===== config.mk =====
export PLATFORM = sky130hd
export DESIGN_NAME = lcd_controller
export DESIGN_NICKNAME = d
export VERILOG_FILES = /design/src/verilog/lcd_pkg.sv /design/src/verilog/lcd_controller.sv /design/src/verilog/lcd_host_regs.sv /design/src/verilog/lcd_mode_irq.sv /design/src/verilog/lcd_video_timing.sv
export SDC_FILE = /design/constraint.sdc
export NUM_CORES = 1
export LEC_CHECK = 0
export BUFFER_PORTS_ARGS = -buffer_cell sky130_fd_sc_hd__buf_2
export CORE_MARGIN = 2
export CORE_UTILIZATION = 30
export DETAILED_ROUTE_END_ITERATION = 8
export SLEW_MARGIN = 20
export SYNTH_ARGS = -nofsm -noshare
export SYNTH_HDL_FRONTEND = slang
export SYNTH_SLANG_ARGS = --single-unit
export TNS_END_PERCENT = 50

===== constraint.sdc =====
create_clock -name clock -period 1.8 [get_ports clock]
set_input_delay 0.27 -clock clock [delete_from_list [all_inputs] [get_ports clock]]
set_output_delay 0.27 -clock clock [all_outputs]
set_load 0.01 [all_outputs]

===== src/verilog/lcd_pkg.sv =====
`default_nettype none

package lcd_pkg;

  ////////////////////////////////////////
  // Widths
  ////////////////////////////////////////

  // Host data byte and register value
  typedef logic [7:0] reg_byte_t;

  // Host address
  typedef logic [15:0] bus_addr_t;

  // Dot position within a line
  typedef logic [8:0] dot_count_t;

  // Line number within a frame (LY)
  typedef logic [7:0] line_count_t;

  // Writable upper part of STAT
  typedef logic [4:0] stat_bits_t;

  ////////////////////////////////////////
  // Display mode as seen in STAT bits 1-0
  ////////////////////////////////////////

  typedef enum logic [1:0] {
    hblank_mode     = 2'd0,
    vblank_mode     = 2'd1,
    oam_search_mode = 2'd2,
    transfer_mode   = 2'd3
  } lcd_mode_e;

  // Register map
  localparam bus_addr_t lcdc_addr = 16'hFF40;
  localparam bus_addr_t stat_addr = 16'hFF41;
  localparam bus_addr_t ly_addr   = 16'hFF44;
  localparam bus_addr_t lyc_addr  = 16'hFF45;

  // Read value for anything outside the map
  localparam reg_byte_t unmapped_data = 8'hFF;

endpackage

`default_nettype wire


===== src/verilog/lcd_controller.sv =====
`default_nettype none
`timescale 1ns/10ps

module lcd_controller #(
  parameter int dot_divide      = 8,
  parameter int dots_per_line   = 456,
  parameter int lines_per_frame = 154,
  parameter int active_lines    = 144,
  parameter int oam_dots        = 80,
  parameter int transfer_dots   = 172,
  parameter int active_dots     = 160
) (
  input  wire                 clock,
  input  wire                 reset,
  // Host bus
  input  wire                 cs,
  input  wire                 rd_n,
  input  wire                 wr_n,
  input  lcd_pkg::bus_addr_t  addr,
  input  lcd_pkg::reg_byte_t  wdata,
  output lcd_pkg::reg_byte_t  rdata,
  // Interrupts
  input  wire                 vblank_ack,
  output logic                vblank_req,
  input  wire                 lcdc_ack,
  output logic                lcdc_req,
  // LCD sync
  output logic                hsync,
  output logic                vsync
);

  // Control from the register block
  logic                 lcd_enable;
  logic [3:0]           stat_select;
  lcd_pkg::line_count_t lyc;

  // Raster position
  lcd_pkg::dot_count_t  dot_count;
  lcd_pkg::line_count_t line_count;

  // Status back to STAT
  lcd_pkg::lcd_mode_e   mode;
  logic                 coincidence;

  lcd_host_regs u_host_regs (
    .clock       (clock),
    .reset       (reset),
    .cs          (cs),
    .rd_n        (rd_n),
    .wr_n        (wr_n),
    .addr        (addr),
    .wdata       (wdata),
    .rdata       (rdata),
    .line_count  (line_count),
    .mode        (mode),
    .coincidence (coincidence),
    .lcd_enable  (lcd_enable),
    .stat_select (stat_select),
    .lyc         (lyc)
  );

  lcd_video_timing #(
    .dot_divide      (dot_divide),
    .dots_per_line   (dots_per_line),
    .lines_per_frame (lines_per_frame),
    .active_lines    (active_lines),
    .oam_dots        (oam_dots),
    .transfer_dots   (transfer_dots),
    .active_dots     (active_dots)
  ) u_video_timing (
    .clock      (clock),
    .reset      (reset),
    .lcd_enable (lcd_enable),
    .dot_count  (dot_count),
    .line_count (line_count),
    .hsync      (hsync),
    .vsync      (vsync)
  );

  lcd_mode_irq #(
    .active_lines  (active_lines),
    .oam_dots      (oam_dots),
    .transfer_dots (transfer_dots)
  ) u_mode_irq (
    .clock       (clock),
    .reset       (reset),
    .lcd_enable  (lcd_enable),
    .dot_count   (dot_count),
    .line_count  (line_count),
    .lyc         (lyc),
    .stat_select (stat_select),
    .vblank_ack  (vblank_ack),
    .lcdc_ack    (lcdc_ack),
    .mode        (mode),
    .coincidence (coincidence),
    .vblank_req  (vblank_req),
    .lcdc_req    (lcdc_req)
  );

endmodule

`default_nettype wire


===== src/verilog/lcd_host_regs.sv =====
`default_nettype none
`timescale 1ns/10ps

module lcd_host_regs (
  input  wire                 clock,
  input  wire                 reset,
  // Host bus strobes
  input  wire                 cs,
  input  wire                 rd_n,
  input  wire                 wr_n,
  input  lcd_pkg::bus_addr_t  addr,
  input  lcd_pkg::reg_byte_t  wdata,
  output lcd_pkg::reg_byte_t  rdata,
  // Status from the timing side
  input  lcd_pkg::line_count_t line_count,
  input  lcd_pkg::lcd_mode_e  mode,
  input  wire                 coincidence,
  // Control to the timing side
  output logic                lcd_enable,
  output logic [3:0]          stat_select,
  output lcd_pkg::line_count_t lyc
);

  ////////////////////////////////////////
  // Storage
  ////////////////////////////////////////

  // Full LCDC byte kept for read-back
  lcd_pkg::reg_byte_t  lcdc;

  // STAT bits 7 to 3
  lcd_pkg::stat_bits_t stat_bits;

  // Assembled STAT read value
  lcd_pkg::reg_byte_t  stat_value;

  // Bus cycle qualifiers
  logic host_read;
  logic host_write;

  // Read wins when both strobes are low
  assign host_read  = cs && !rd_n;
  assign host_write = cs && rd_n && !wr_n;

  // Stored select bits, then the live flag and mode
  assign stat_value = {stat_bits, coincidence, mode};

  ////////////////////////////////////////
  // Register writes
  ////////////////////////////////////////

  always_ff @(posedge clock) begin
    if (reset) begin
      lcdc      <= '0;
      stat_bits <= '0;
      lyc       <= '0;
    end else if (host_write) begin
      case (addr)
        lcd_pkg::lcdc_addr: lcdc <= wdata;
        lcd_pkg::stat_addr: stat_bits <= wdata[7:3];
        lcd_pkg::lyc_addr:  lyc <= wdata;
        // LY is read only
        default: ;
      endcase
    end
  end

  ////////////////////////////////////////
  // Registered read mux
  ////////////////////////////////////////

  // rdata holds until the next read
  always_ff @(posedge clock) begin
    if (reset) begin
      rdata <= '0;
    end else if (host_read) begin
      case (addr)
        lcd_pkg::lcdc_addr: rdata <= lcdc;
        lcd_pkg::stat_addr: rdata <= stat_value;
        lcd_pkg::ly_addr:   rdata <= line_count;
        lcd_pkg::lyc_addr:  rdata <= lyc;
        default:            rdata <= lcd_pkg::unmapped_data;
      endcase
    end
  end

  // Display on/off
  assign lcd_enable = lcdc[7];

  // Interrupt selects sit in STAT bits 6 to 3
  assign stat_select = stat_bits[3:0];

endmodule

`default_nettype wire


===== src/verilog/lcd_mode_irq.sv =====
`default_nettype none
`timescale 1ns/10ps

module lcd_mode_irq #(
  parameter int active_lines  = 144,
  parameter int oam_dots      = 80,
  parameter int transfer_dots = 172
) (
  input  wire                   clock,
  input  wire                   reset,
  input  wire                   lcd_enable,
  input  lcd_pkg::dot_count_t   dot_count,
  input  lcd_pkg::line_count_t  line_count,
  input  lcd_pkg::line_count_t  lyc,
  input  wire [3:0]             stat_select,
  input  wire                   vblank_ack,
  input  wire                   lcdc_ack,
  output lcd_pkg::lcd_mode_e    mode,
  output logic                  coincidence,
  output logic                  vblank_req,
  output logic                  lcdc_req
);

  // Mode boundaries in counter units
  localparam lcd_pkg::line_count_t first_vblank_line = lcd_pkg::line_count_t'(active_lines);
  localparam lcd_pkg::dot_count_t  transfer_start    = lcd_pkg::dot_count_t'(oam_dots);
  localparam lcd_pkg::dot_count_t  hblank_start      =
    lcd_pkg::dot_count_t'(oam_dots + transfer_dots);

  lcd_pkg::lcd_mode_e mode_next;

  // Mode entry and LYC match events
  logic enter_vblank;
  logic enter_oam;
  logic enter_hblank;
  logic lyc_hit;
  logic vblank_set;
  logic lcdc_set;

  ////////////////////////////////////////
  // Mode decode
  ////////////////////////////////////////

  always_comb begin
    if (!lcd_enable) begin
      mode_next = lcd_pkg::hblank_mode;
    end else if (line_count >= first_vblank_line) begin
      mode_next = lcd_pkg::vblank_mode;
    end else if (dot_count < transfer_start) begin
      mode_next = lcd_pkg::oam_search_mode;
    end else if (dot_count < hblank_start) begin
      mode_next = lcd_pkg::transfer_mode;
    end else begin
      mode_next = lcd_pkg::hblank_mode;
    end
  end

  // LY against LYC
  assign coincidence = (line_count == lyc);

  // Entry means new mode differs from the stored one
  assign enter_vblank = (mode_next == lcd_pkg::vblank_mode) && (mode != lcd_pkg::vblank_mode);
  assign enter_oam    = (mode_next == lcd_pkg::oam_search_mode) &&
                        (mode != lcd_pkg::oam_search_mode);
  assign enter_hblank = (mode_next == lcd_pkg::hblank_mode) && (mode != lcd_pkg::hblank_mode);
  assign lyc_hit      = (dot_count == '0) && coincidence;

  // Sources only count with the display running
  assign vblank_set = lcd_enable && enter_vblank;
  // Select bit 3 hblank, 4 vblank, 5 OAM, 6 LYC
  assign lcdc_set   = lcd_enable && ((enter_hblank && stat_select[0]) ||
                                     (enter_vblank && stat_select[1]) ||
                                     (enter_oam    && stat_select[2]) ||
                                     (lyc_hit      && stat_select[3]));

  ////////////////////////////////////////
  // Mode register and request flops
  ////////////////////////////////////////

  always_ff @(posedge clock) begin
    if (reset) begin
      mode       <= lcd_pkg::hblank_mode;
      vblank_req <= 1'b0;
      lcdc_req   <= 1'b0;
    end else begin
      mode <= mode_next;
      // Set has priority over a same-edge ack
      if (vblank_set) begin
        vblank_req <= 1'b1;
      end else if (vblank_ack) begin
        vblank_req <= 1'b0;
      end
      if (lcdc_set) begin
        lcdc_req <= 1'b1;
      end else if (lcdc_ack) begin
        lcdc_req <= 1'b0;
      end
    end
  end

endmodule

`default_nettype wire


===== src/verilog/lcd_video_timing.sv =====
`default_nettype none
`timescale 1ns/10ps

module lcd_video_timing #(
  parameter int dot_divide      = 8,
  parameter int dots_per_line   = 456,
  parameter int lines_per_frame = 154,
  parameter int active_lines    = 144,
  parameter int oam_dots        = 80,
  parameter int transfer_dots   = 172,
  parameter int active_dots     = 160
) (
  input  wire                   clock,
  input  wire                   reset,
  input  wire                   lcd_enable,
  output lcd_pkg::dot_count_t   dot_count,
  output lcd_pkg::line_count_t  line_count,
  output logic                  hsync,
  output logic                  vsync
);

  // Divider needs at least one bit
  localparam int div_width = (dot_divide > 1) ? $clog2(dot_divide) : 1;

  typedef logic [div_width-1:0] div_count_t;

  // Wrap points and sync thresholds
  localparam lcd_pkg::dot_count_t  last_dot   = lcd_pkg::dot_count_t'(dots_per_line - 1);
  localparam lcd_pkg::line_count_t last_line  = lcd_pkg::line_count_t'(lines_per_frame - 1);
  localparam lcd_pkg::dot_count_t  hsync_dot  =
    lcd_pkg::dot_count_t'(oam_dots + transfer_dots + active_dots);
  localparam lcd_pkg::line_count_t vsync_line = lcd_pkg::line_count_t'(active_lines);

  div_count_t div_count;
  logic       dot_enable;

  ////////////////////////////////////////
  // Dot clock enable
  ////////////////////////////////////////

  assign dot_enable = (div_count == div_count_t'(dot_divide - 1));

  always_ff @(posedge clock) begin
    if (reset || dot_enable) begin
      div_count <= '0;
    end else begin
      div_count <= div_count + 1'b1;
    end
  end

  ////////////////////////////////////////
  // Dot and line counters
  ////////////////////////////////////////

  always_ff @(posedge clock) begin
    if (reset) begin
      dot_count  <= '0;
      line_count <= '0;
    end else if (dot_enable) begin
      if (!lcd_enable) begin
        // Display off parks the raster at the origin
        dot_count  <= '0;
        line_count <= '0;
      end else if (dot_count == last_dot) begin
        dot_count  <= '0;
        line_count <= (line_count == last_line) ? '0 : line_count + 1'b1;
      end else begin
        dot_count <= dot_count + 1'b1;
      end
    end
  end

  // Sync levels after the visible area
  assign hsync = (dot_count > hsync_dot);
  assign vsync = (line_count > vsync_line);

endmodule

`default_nettype wire

# Word level (Yosys, flattened, before mapping)
# Cells that the tools add are included.
# word_totals
wordCells	73
inputBits	31
reg_bits	53
output_inout_bits	12
# op_classes
muxes	14
n_reduce_logical	28
n_eq_ne	13
n_addsub	3
magnitude_cmp	5
# ops
op	n
16-bit equality test (second input constant)	4
8-bit one-hot mux with 4 select lines	1
8-bit two-way mux	3
9-bit two-way mux	2
1-bit logical AND	13
9-bit by 1-bit adder with 9-bit output (second input constant)	1
9-bit equality test (second input constant)	1
9-bit greater-than comparator (second input constant)	1
9-bit zero test	1
9-bit by 7-bit < comparator with 1-bit output (second input constant)	1
9-bit by 8-bit < comparator with 1-bit output (second input constant)	1
8-bit by 1-bit adder with 8-bit output (second input constant)	1
8-bit equality test	1
8-bit equality test (second input constant)	1
8-bit greater-or-equal comparator (second input constant)	1
8-bit greater-than comparator (second input constant)	1
2-bit two-way mux	4
2-bit AND reduction	4
2-bit nonzero test	3
1-bit logical OR	4
1-bit two-way mux	4
2-bit by 1-bit != test with 1-bit output (second input constant)	2
3-bit by 1-bit adder with 3-bit output (second input constant)	1
3-bit equality test (second input constant)	1
5 further kinds	6

# Longest topological paths before layout
# Gate-level depths: netlist of run 1.
# depth
word_depth	13
mapped_depth	7
ltp_nobuf	6

# By module
# A second synthesis of run 1 with hierarchy kept.
# unflattened
hier_cells	358
hier_area_um2	2981.6
# modules_own_cells
mod	seq_area_each_um2	n_inst	area_per_inst_um2	cells_per_inst
lcd_host_regs	580.6	1	1514.0	182
lcd_video_timing	400.4	1	1119.8	131
lcd_mode_irq	80.1	1	347.8	45

# Worst setup path before layout of run 1
# Ideal clock, no wire load.
# synth_path
path_kind	reg2reg
startpoint	register u_video_timing.dot_count[0]
endpoint	register u_video_timing.line_count[1]
path_buffers	1
arrival_time_ns	1.794
setup_ns	0.070
period_less_slack_ns	1.864
path_stages_with_launch	8
t_required_ns	1.730
setup_slack_ns	-0.064
cell_sequence	dfxtp_1 ha_1 and4_1 a31oi_1 nor2b_1 clkbuf_1 nand2b_1 a21oi_1
# synth_via
elab_chain_len	3
# synth_lines
item	line_no	source
from (decl)	lcd_video_timing.sv:16	output lcd_pkg::dot_count_t dot_count,
from (signal assigned)	lcd_video_timing.sv:68	dot_count <= dot_count + 1'b1;
9-bit equality test	lcd_video_timing.sv:64	end else if (dot_count == last_dot) begin
2-bit by 1-bit != test with 1-bit output (no line)	n/a	
2-bit AND reduction (no line)	n/a	
to (signal assigned)	lcd_video_timing.sv:66	line_count <= (line_count == last_line) ? '0 : line_count + 1'b1;
to (decl)	lcd_video_timing.sv:17	output lcd_pkg::line_count_t line_count,
# No other way between the ends.
# A chain may end at the register's enable or synchronous reset.

# Worst setup path in the final report of run 1
# layout_path
startpoint	register u_video_timing.dot_count[0]
endpoint	register u_video_timing.line_count[6]
# The elaborated chain is that of the path after synthesis.

==> impl_metrics.xml, run 1 <==
<?xml version="1.0" encoding="UTF-8"?>
<metrics>
  <group name="critical_path">
    <metric name="cp_max_fo" unit="">5</metric>
    <metric name="cp_data_required_time" unit="ns">2.00</metric>
    <metric name="crit_path_capture_type" unit="">flip-flop</metric>
    <metric name="critPathArrivalTime" unit="ns">1.93</metric>
    <metric name="timing_worst_setup_path_type" unit="">flip-flop to flip-flop</metric>
    <metric name="setup.worst_path.start_class" unit="">flip-flop</metric>
  </group>
  <group name="layout">
    <metric name="area.sequential" unit="um^2">1060</metric>
    <metric name="area_growth_syn_to_layout" unit="%">26.9</metric>
    <metric name="multi_input_comb_area" unit="um^2">1620</metric>
    <metric name="num_antenna_cells" unit="">0</metric>
    <metric name="number_of_fillers_in_the_final_layout" unit="">932</metric>
    <metric name="final_area" unit="um^2">3520</metric>
    <metric name="post_route_cells_drive_above_1_share" unit="%">29.9</metric>
    <metric name="layout.nets" unit="">415</metric>
  </group>
  <group name="placement">
    <metric name="io_buffers" unit="">42</metric>
    <metric name="post_dp_hpwl" unit="um">5420</metric>
    <metric name="placed_cell_area" unit="um^2">3310</metric>
    <metric name="final_replace_weighted_congestion" unit="">0.799</metric>
  </group>
  <group name="routing">
    <metric name="route.detailed.drc" unit="">0</metric>
    <metric name="vias_per_cell" unit="">5.04</metric>
    <metric name="routed_wire_length_per_instance" unit="um">14.8</metric>
    <metric name="detail_route.iter0.violations" unit="">104</metric>
    <metric name="ant_nets" unit="">0</metric>
    <metric name="drtPass1Iterations" unit="">4</metric>
    <metric name="via_count" unit="">2466</metric>
    <metric name="wl" unit="um">7220</metric>
  </group>
  <group name="clock_tree">
    <metric name="cts.hold.buffers_added" unit="">0</metric>
    <metric name="tritoncts_clock_tree" unit="">built</metric>
    <metric name="clock_tree.buffer_depth" unit="">2</metric>
    <metric name="cts_buffers" unit="">5</metric>
    <metric name="clkLatencyLatePin" unit="ns">0.31</metric>
    <metric name="path_clk_slew" unit="ns">0.10</metric>
    <metric name="clockRootBuffer" unit="">sky130_fd_sc_hd__clkbuf_8</metric>
    <metric name="clock_tree.htree_level_count" unit="">2</metric>
    <metric name="clkSinkCount" unit="">53</metric>
  </group>
  <group name="synth">
    <metric name="synth-compound-area-share" unit="%">10.0</metric>
    <metric name="synth.yosys.warnings" unit="">0</metric>
    <metric name="adder_and_majority_cell_fraction_of_the_synthesized_area" unit="%">3.16</metric>
    <metric name="synth_top_flop_cell" unit="">sky130_fd_sc_hd__dfxtp_1</metric>
    <metric name="synth_cell_type_count" unit="">48</metric>
    <metric name="synth_edf_count" unit="">0</metric>
    <metric name="area_share_of_xor_xnor_cells_in_the_synthesized_design" unit="%">6.63</metric>
    <metric name="part_of_the_yosys_area_used_for_sequential_elements" unit="%">38.3</metric>
    <metric name="syn-cell-area" unit="um^2">2770</metric>
    <metric name="synth.top_cells.by_area" unit="">sky130_fd_sc_hd__dfxtp_1 (38%), sky130_fd_sc_hd__mux2i_1 (10%), sky130_fd_sc_hd__nor2_1 (7.6%), sky130_fd_sc_hd__xnor2_1 (5.4%), sky130_fd_sc_hd__a211oi_1 (3.8%)</metric>
    <metric name="asyncSetResetFlopFracSynth" unit="%">0</metric>
    <metric name="ys_seq_elements" unit="">53</metric>
    <metric name="synth_top_family_by_area" unit="">simple AND/OR/NAND/NOR gates</metric>
    <metric name="synth_most_common_cell" unit="">sky130_fd_sc_hd__nor2_1</metric>
    <metric name="synthDominantCellAreaShare" unit="%">38.3</metric>
    <metric name="mappedNetlistNets" unit="">351</metric>
    <metric name="post_synth_mux_area_share" unit="%">10.9</metric>
    <metric name="syn_avg_cell_area" unit="um^2">8.86</metric>
    <metric name="synthesis.instances" unit="">313</metric>
    <metric name="post_synth_and_or_nand_nor_area_fraction" unit="%">25.0</metric>
    <metric name="synth_top_cells_by_count" unit="">sky130_fd_sc_hd__nor2_1 (56), sky130_fd_sc_hd__dfxtp_1 (53), sky130_fd_sc_hd__mux2i_1 (28)</metric>
    <metric name="synthDominantAreaCellType" unit="">sky130_fd_sc_hd__dfxtp_1</metric>
  </group>
  <group name="sta">
    <metric name="slew-limit-headroom" unit="%">75.8</metric>
    <metric name="setup_viol_count_final" unit="">0</metric>
    <metric name="report.final.hold_viol_count" unit="">0</metric>
    <metric name="timing.clock.skew" unit="ns">0.00390</metric>
    <metric name="slew_viol_final" unit="">0</metric>
    <metric name="final_tns_setup" unit="ns">0</metric>
    <metric name="max_clock_freq" unit="MHz">579</metric>
    <metric name="worst-slew-pin-transition" unit="ns">0.359</metric>
    <metric name="post-route-min-period" unit="ns">1.73</metric>
    <metric name="final.period_utilization" unit="%">96.0</metric>
  </group>
  <group name="global_routing">
    <metric name="grt_util_all_layers" unit="%">14.6</metric>
    <metric name="maximum_number_of_pins_on_one_net_before_global_route_repair" unit="">18</metric>
    <metric name="number_of_global_route_vias_before_repair" unit="">2437</metric>
    <metric name="grt_antenna_before_repair" unit="">0</metric>
    <metric name="grt_first_pass_wirelength" unit="um">11700</metric>
    <metric name="grt.overflow.total" unit="">0</metric>
  </group>
  <group name="worst_hold_path">
    <metric name="min_path_type" unit="">input port to flip-flop</metric>
  </group>
  <group name="floorplan">
    <metric name="initial_core_util" unit="%">30.4</metric>
    <metric name="placement_rows" unit="">35</metric>
    <metric name="die_wd" unit="um">100</metric>
    <metric name="fp.dieArea" unit="um^2">10000</metric>
    <metric name="die_h" unit="um">100</metric>
    <metric name="io-pin-count" unit="">43</metric>
    <metric name="design.core.area" unit="um^2">9110</metric>
  </group>
  <group name="status">
    <metric name="run_status" unit="">finished clean</metric>
  </group>
  <group name="job">
    <metric name="drv_cap" unit="">0</metric>
  </group>
  <group name="power">
    <metric name="net-switching-power" unit="uW">494</metric>
    <metric name="total_leakage_power" unit="uW">0.00136</metric>
    <metric name="vdd.ir_drop.worst" unit="mV">0.318</metric>
    <metric name="internal-power" unit="uW">1810</metric>
    <metric name="clock_power_share" unit="%">41.5</metric>
    <metric name="power.combinational.fraction" unit="%">6.3</metric>
    <metric name="power_switching_share" unit="%">21.5</metric>
    <metric name="seq_power_share" unit="%">52.1</metric>
    <metric name="finalPower" unit="uW">2300</metric>
    <metric name="power_density" unit="nW/um^2">654</metric>
  </group>
</metrics>
[critical path, cell delays in order, from the launching register on]
cell and delay, ns:
sky130_fd_sc_hd__dfxtp_1 0.36, sky130_fd_sc_hd__ha_1 0.19, sky130_fd_sc_hd__and4_2 0.30, sky130_fd_sc_hd__a31oi_4 0.14, sky130_fd_sc_hd__buf_4 0.19, sky130_fd_sc_hd__nor3_1 0.24, sky130_fd_sc_hd__xnor2_1 0.15, sky130_fd_sc_hd__nor2_1 0.06
[metrics by stage]
stage | cells | hold slack (ns) | util, % | setup slack (ns)
after floorplan | 313 | 0.403 | - | -0.0571
after global placement | 481 | 0.415 | 36.3 | -0.108
after detailed placement | 481 | 0.442 | 36.3 | -0.134
after CTS | 489 | 0.209 | 38.0 | 0.00717
after global routing | 489 | 0.224 | 38.6 | -0.00828
final | 489 | 0.211 | 38.6 | 0.0726
[final cells by class]
class	count	area share [%]
repair buffers	80	14.8
multi-input cells	227	46.1
inverters	10	1.07
well taps	111	3.95
flip-flops and latches	53	30.3
clock buffers	5	1.96
clock inverters	3	1.85
[logic make-up (layout without fill, tap and decap cells)]
| group | after synthesis | after routing |
|---|---|---|
| buffers and inverters | 33 | 98 |
| AOI/OAI and AO/OA | 39 | 39 |
| muxes | 30 | 30 |
| DFF | 53 | 53 |
| xor gates and xnor gates | 21 | 21 |
| adders and majority gates | 7 | 7 |
| and+or+nand+nor | 130 | 130 |
[worst paths after layout]
kind | start | to | slack [ns] | cells after the start
worst max register to register | u_video_timing.dot_count[0] | u_video_timing.line_count[6] | 0.07 | 7
worst min register to register | u_video_timing.div_count[0] | u_video_timing.div_count[0] | 0.45 | 1
worst max-delay path | u_video_timing.dot_count[0] | u_video_timing.line_count[6] | 0.07 | 7
worst min-delay path | wdata[0] | u_host_regs.lyc[0] | 0.21 | 3
[cells in the final DEF, fill, tap and decap left out, types with 10 or more instances in the layout]
| cell | instances |
|---|---|
| sky130_fd_sc_hd__buf_2 | 42 |
| sky130_fd_sc_hd__dfxtp_1 | 50 |
| sky130_fd_sc_hd__a211oi_1 | 14 |
| sky130_fd_sc_hd__buf_4 | 36 |
| sky130_fd_sc_hd__mux2i_1 | 28 |
| sky130_fd_sc_hd__nand2_1 | 17 |
| sky130_fd_sc_hd__nor3_1 | 10 |
| sky130_fd_sc_hd__nor2_1 | 56 |
| sky130_fd_sc_hd__nand4_1 | 12 |
| sky130_fd_sc_hd__xnor2_1 | 17 |
[routing by layer]
layer	vias up	global-route usage (%)	wire (um)
met2	63	25.1	3420
met4	0	4.53	120
met5	-	0	0
li1	1220	-	-
met1	1170	18.5	3310
met3	13	2.79	368
[flip-flops by register name, indices dropped and copies added (netlist names)]
signal and count:
u_host_regs.lyc 8, u_host_regs.lcdc 8, u_mode_irq.mode 2, u_host_regs.stat_bits 5, u_host_regs.rdata 8, u_video_timing.dot_count 9, u_mode_irq.lcdc_req 1, u_video_timing.div_count 3
u_video_timing.line_count 8, u_mode_irq.vblank_req 1
[power groups by stage]
stage / Clock, uW / Combinational [uW] / Sequential, uW
finish: 956 / 146 / 1200
global route: 1020 / 161 / 1200
detailed placement: 0 / 146 / 1230
floorplan: 0 / 71.5 / 1230
global placement: 0 / 142 / 1230
CTS: 974 / 146 / 1200
[what timing repair did]
action | 4_1_cts | 5_1_grt
endpoints found under the setup margin | 1 | 15
setup buffers | 0 | 0
resized for setup | 4 | 12
Note: power is estimated with default switching activity, not from simulation.
==> inputs of run 2 (changes only) <==
- CORE_UTILIZATION: 30 -> 51
- PLACE_DENSITY: not set -> 0.76
==> impl_metrics.xml, run 2 (same netlist as run 1, synthesis figures left out) <==
<?xml version="1.0" encoding="UTF-8"?>
<metrics>
  <group name="critical_path">
    <metric name="crit_path_capture_type" unit="">primary output</metric>
    <metric name="critPathArrivalTime" unit="ns">1.49</metric>
    <metric name="timing_worst_setup_path_type" unit="">flip-flop to primary output</metric>
    <metric name="setup.worst_path.start_class" unit="">flip-flop</metric>
    <metric name="cp_data_required_time" unit="ns">1.53</metric>
    <metric name="cp_max_fo" unit="">6</metric>
  </group>
  <group name="routing">
    <metric name="maxUsedRoutingLayer" unit="">met4</metric>
    <metric name="detail_route.iter0.violations" unit="">146</metric>
    <metric name="ant_nets" unit="">0</metric>
    <metric name="drtPass1Iterations" unit="">4</metric>
    <metric name="route.detailed.drc" unit="">0</metric>
    <metric name="vias_per_cell" unit="">5.55</metric>
    <metric name="routed_wire_length_per_instance" unit="um">14.6</metric>
    <metric name="via_count" unit="">2448</metric>
    <metric name="wl" unit="um">6450</metric>
    <metric name="routed-wl-met3" unit="um">384</metric>
    <metric name="detailroute.wirelength.met2" unit="um">3060</metric>
    <metric name="detail_route.wirelength.met1" unit="um">2900</metric>
  </group>
  <group name="sta">
    <metric name="worst-slew-pin-transition" unit="ns">0.399</metric>
    <metric name="final.period_utilization" unit="%">98.0</metric>
    <metric name="timing.clock.skew" unit="ns">0.0142</metric>
    <metric name="slew_viol_final" unit="">0</metric>
    <metric name="slew-limit-headroom" unit="%">73.1</metric>
    <metric name="setup_viol_count_final" unit="">0</metric>
    <metric name="post-route-min-period" unit="ns">1.76</metric>
    <metric name="max_clock_freq" unit="MHz">567</metric>
    <metric name="report.final.hold_viol_count" unit="">0</metric>
    <metric name="rsz_0062_raised_after_global_routing" unit="">yes</metric>
  </group>
  <group name="global_routing">
    <metric name="number_of_global_route_vias_before_repair" unit="">2321</metric>
    <metric name="grt_first_pass_wirelength" unit="um">10900</metric>
    <metric name="maximum_number_of_pins_on_one_net_before_global_route_repair" unit="">19</metric>
    <metric name="grt_antenna_before_repair" unit="">0</metric>
    <metric name="grt_util_all_layers" unit="%">22.3</metric>
    <metric name="grt.overflow.total" unit="">0</metric>
  </group>
  <group name="clock_tree">
    <metric name="clock_tree.htree_level_count" unit="">2</metric>
    <metric name="cts_buffers" unit="">5</metric>
    <metric name="post-cts-setup-buffers" unit="">0</metric>
    <metric name="clock_tree.buffer_depth" unit="">2</metric>
    <metric name="clockRootBuffer" unit="">sky130_fd_sc_hd__clkbuf_8</metric>
    <metric name="tritoncts_clock_tree" unit="">built</metric>
    <metric name="clkLatencyLatePin" unit="ns">0.31</metric>
    <metric name="clkSinkCount" unit="">53</metric>
    <metric name="path_clk_slew" unit="ns">0.10</metric>
  </group>
  <group name="layout">
    <metric name="num_antenna_cells" unit="">0</metric>
    <metric name="layout.nets" unit="">408</metric>
    <metric name="utilization" unit="%">64.8</metric>
    <metric name="largest_register_by_flop_count" unit="">u_video_timing.dot_count</metric>
    <metric name="final-instance-count-excl-fill" unit="">441</metric>
    <metric name="final_common_cell" unit="">sky130_fd_sc_hd__nor2_1</metric>
    <metric name="final_area" unit="um^2">3350</metric>
    <metric name="largest_register_ff_count" unit="">9</metric>
    <metric name="mostFrequentLayoutCells" unit="">sky130_fd_sc_hd__nor2_1 (56), sky130_fd_sc_hd__dfxtp_1 (51), sky130_fd_sc_hd__buf_2 (42)</metric>
    <metric name="area_growth_syn_to_layout" unit="%">20.8</metric>
    <metric name="post_route_cells_drive_above_1_share" unit="%">28.0</metric>
  </group>
  <group name="placement">
    <metric name="final_replace_weighted_congestion" unit="">0.852</metric>
    <metric name="post_dp_hpwl" unit="um">4810</metric>
    <metric name="io_buffers" unit="">42</metric>
    <metric name="placed_cell_area" unit="um^2">3210</metric>
    <metric name="placed_cells" unit="">433</metric>
  </group>
  <group name="floorplan">
    <metric name="die_h" unit="um">77.7</metric>
    <metric name="io-pin-count" unit="">43</metric>
    <metric name="fp.dieArea" unit="um^2">6040</metric>
    <metric name="die_wd" unit="um">77.7</metric>
    <metric name="design.core.area" unit="um^2">5170</metric>
    <metric name="placement_rows" unit="">26</metric>
    <metric name="initial_core_util" unit="%">53.6</metric>
  </group>
  <group name="status">
    <metric name="run_status" unit="">finished clean</metric>
  </group>
  <group name="power">
    <metric name="vdd.ir_drop.worst" unit="mV">0.451</metric>
    <metric name="finalPower" unit="uW">2030</metric>
    <metric name="total_leakage_power" unit="uW">0.00131</metric>
    <metric name="power_density" unit="nW/um^2">608</metric>
  </group>
  <group name="job">
    <metric name="drv_cap" unit="">0</metric>
  </group>
  <group name="worst_hold_path">
    <metric name="min_path_type" unit="">input port to flip-flop</metric>
  </group>
</metrics>
==> run 2: layout make-up <==
cell class / instances / area (um^2)
inverter: 10 / 37.5
multi-input combinational: 227 / 1600
sequential: 53 / 1060
clock buffer: 5 / 68.8
tap: 70 / 87.6
clock inverter: 3 / 25.0
timing repair buffer: 73 / 468
fill: 443 / 1820
==> run 2: power breakdown <==
part / internal (uW) / leakage, uW / total, uW / switching [uW]
logic: 63.9 / 0.000833 / 140 / 76.4
registers: 1190 / 0.000430 / 1200 / 8.28
clock network: 281 / 0.0000447 / 697 / 415
==> run 2: worst paths after layout <==
path,start,cells past startpoint,to,slack [ns]
hold / removal,wdata[0],3,u_host_regs.lyc[0],0.20
hold reg to reg,u_video_timing.div_count[0],1,u_video_timing.div_count[0],0.43
setup / recovery,u_video_timing.line_count[5],4,vsync,0.04
setup reg to reg,u_video_timing.dot_count[1],7,u_video_timing.line_count[4],0.09
==> run 2: timing repair <==
item	in CTS	in global routing
gates resized for setup	5	7
hold buffers	0	0
cloned	0	0
setup endpoints to repair	2	14
==> run 2: critical path: stages, from the launching register on <==
cell	delay (ns)
sky130_fd_sc_hd__dfxtp_1	0.33
sky130_fd_sc_hd__buf_4	0.16
sky130_fd_sc_hd__nor4b_2	0.33
sky130_fd_sc_hd__a41oi_1	0.19
sky130_fd_sc_hd__buf_2	0.17
==> run 2: metal layers <==
metal / vias to the layer above / global-route usage (%)
met4: 0 / 7.50
met5: - / 0
li1: 1213 / -
met1: 1144 / 29.6
met2: 80 / 36.9
met3: 11 / 3.37
==> run 2: metrics by stage <==
stage / hold slack, ns / TNS [ns] / setup WS (ns)
after floorplan: 0.403 / -0.481 / -0.0571
after global placement: 0.417 / -1.07 / -0.0679
after detailed placement: 0.419 / -1.97 / -0.107
after CTS: 0.199 / 0 / 0.0585
after global routing: 0.200 / -0.0537 / -0.0333
final: 0.202 / 0 / 0.0357
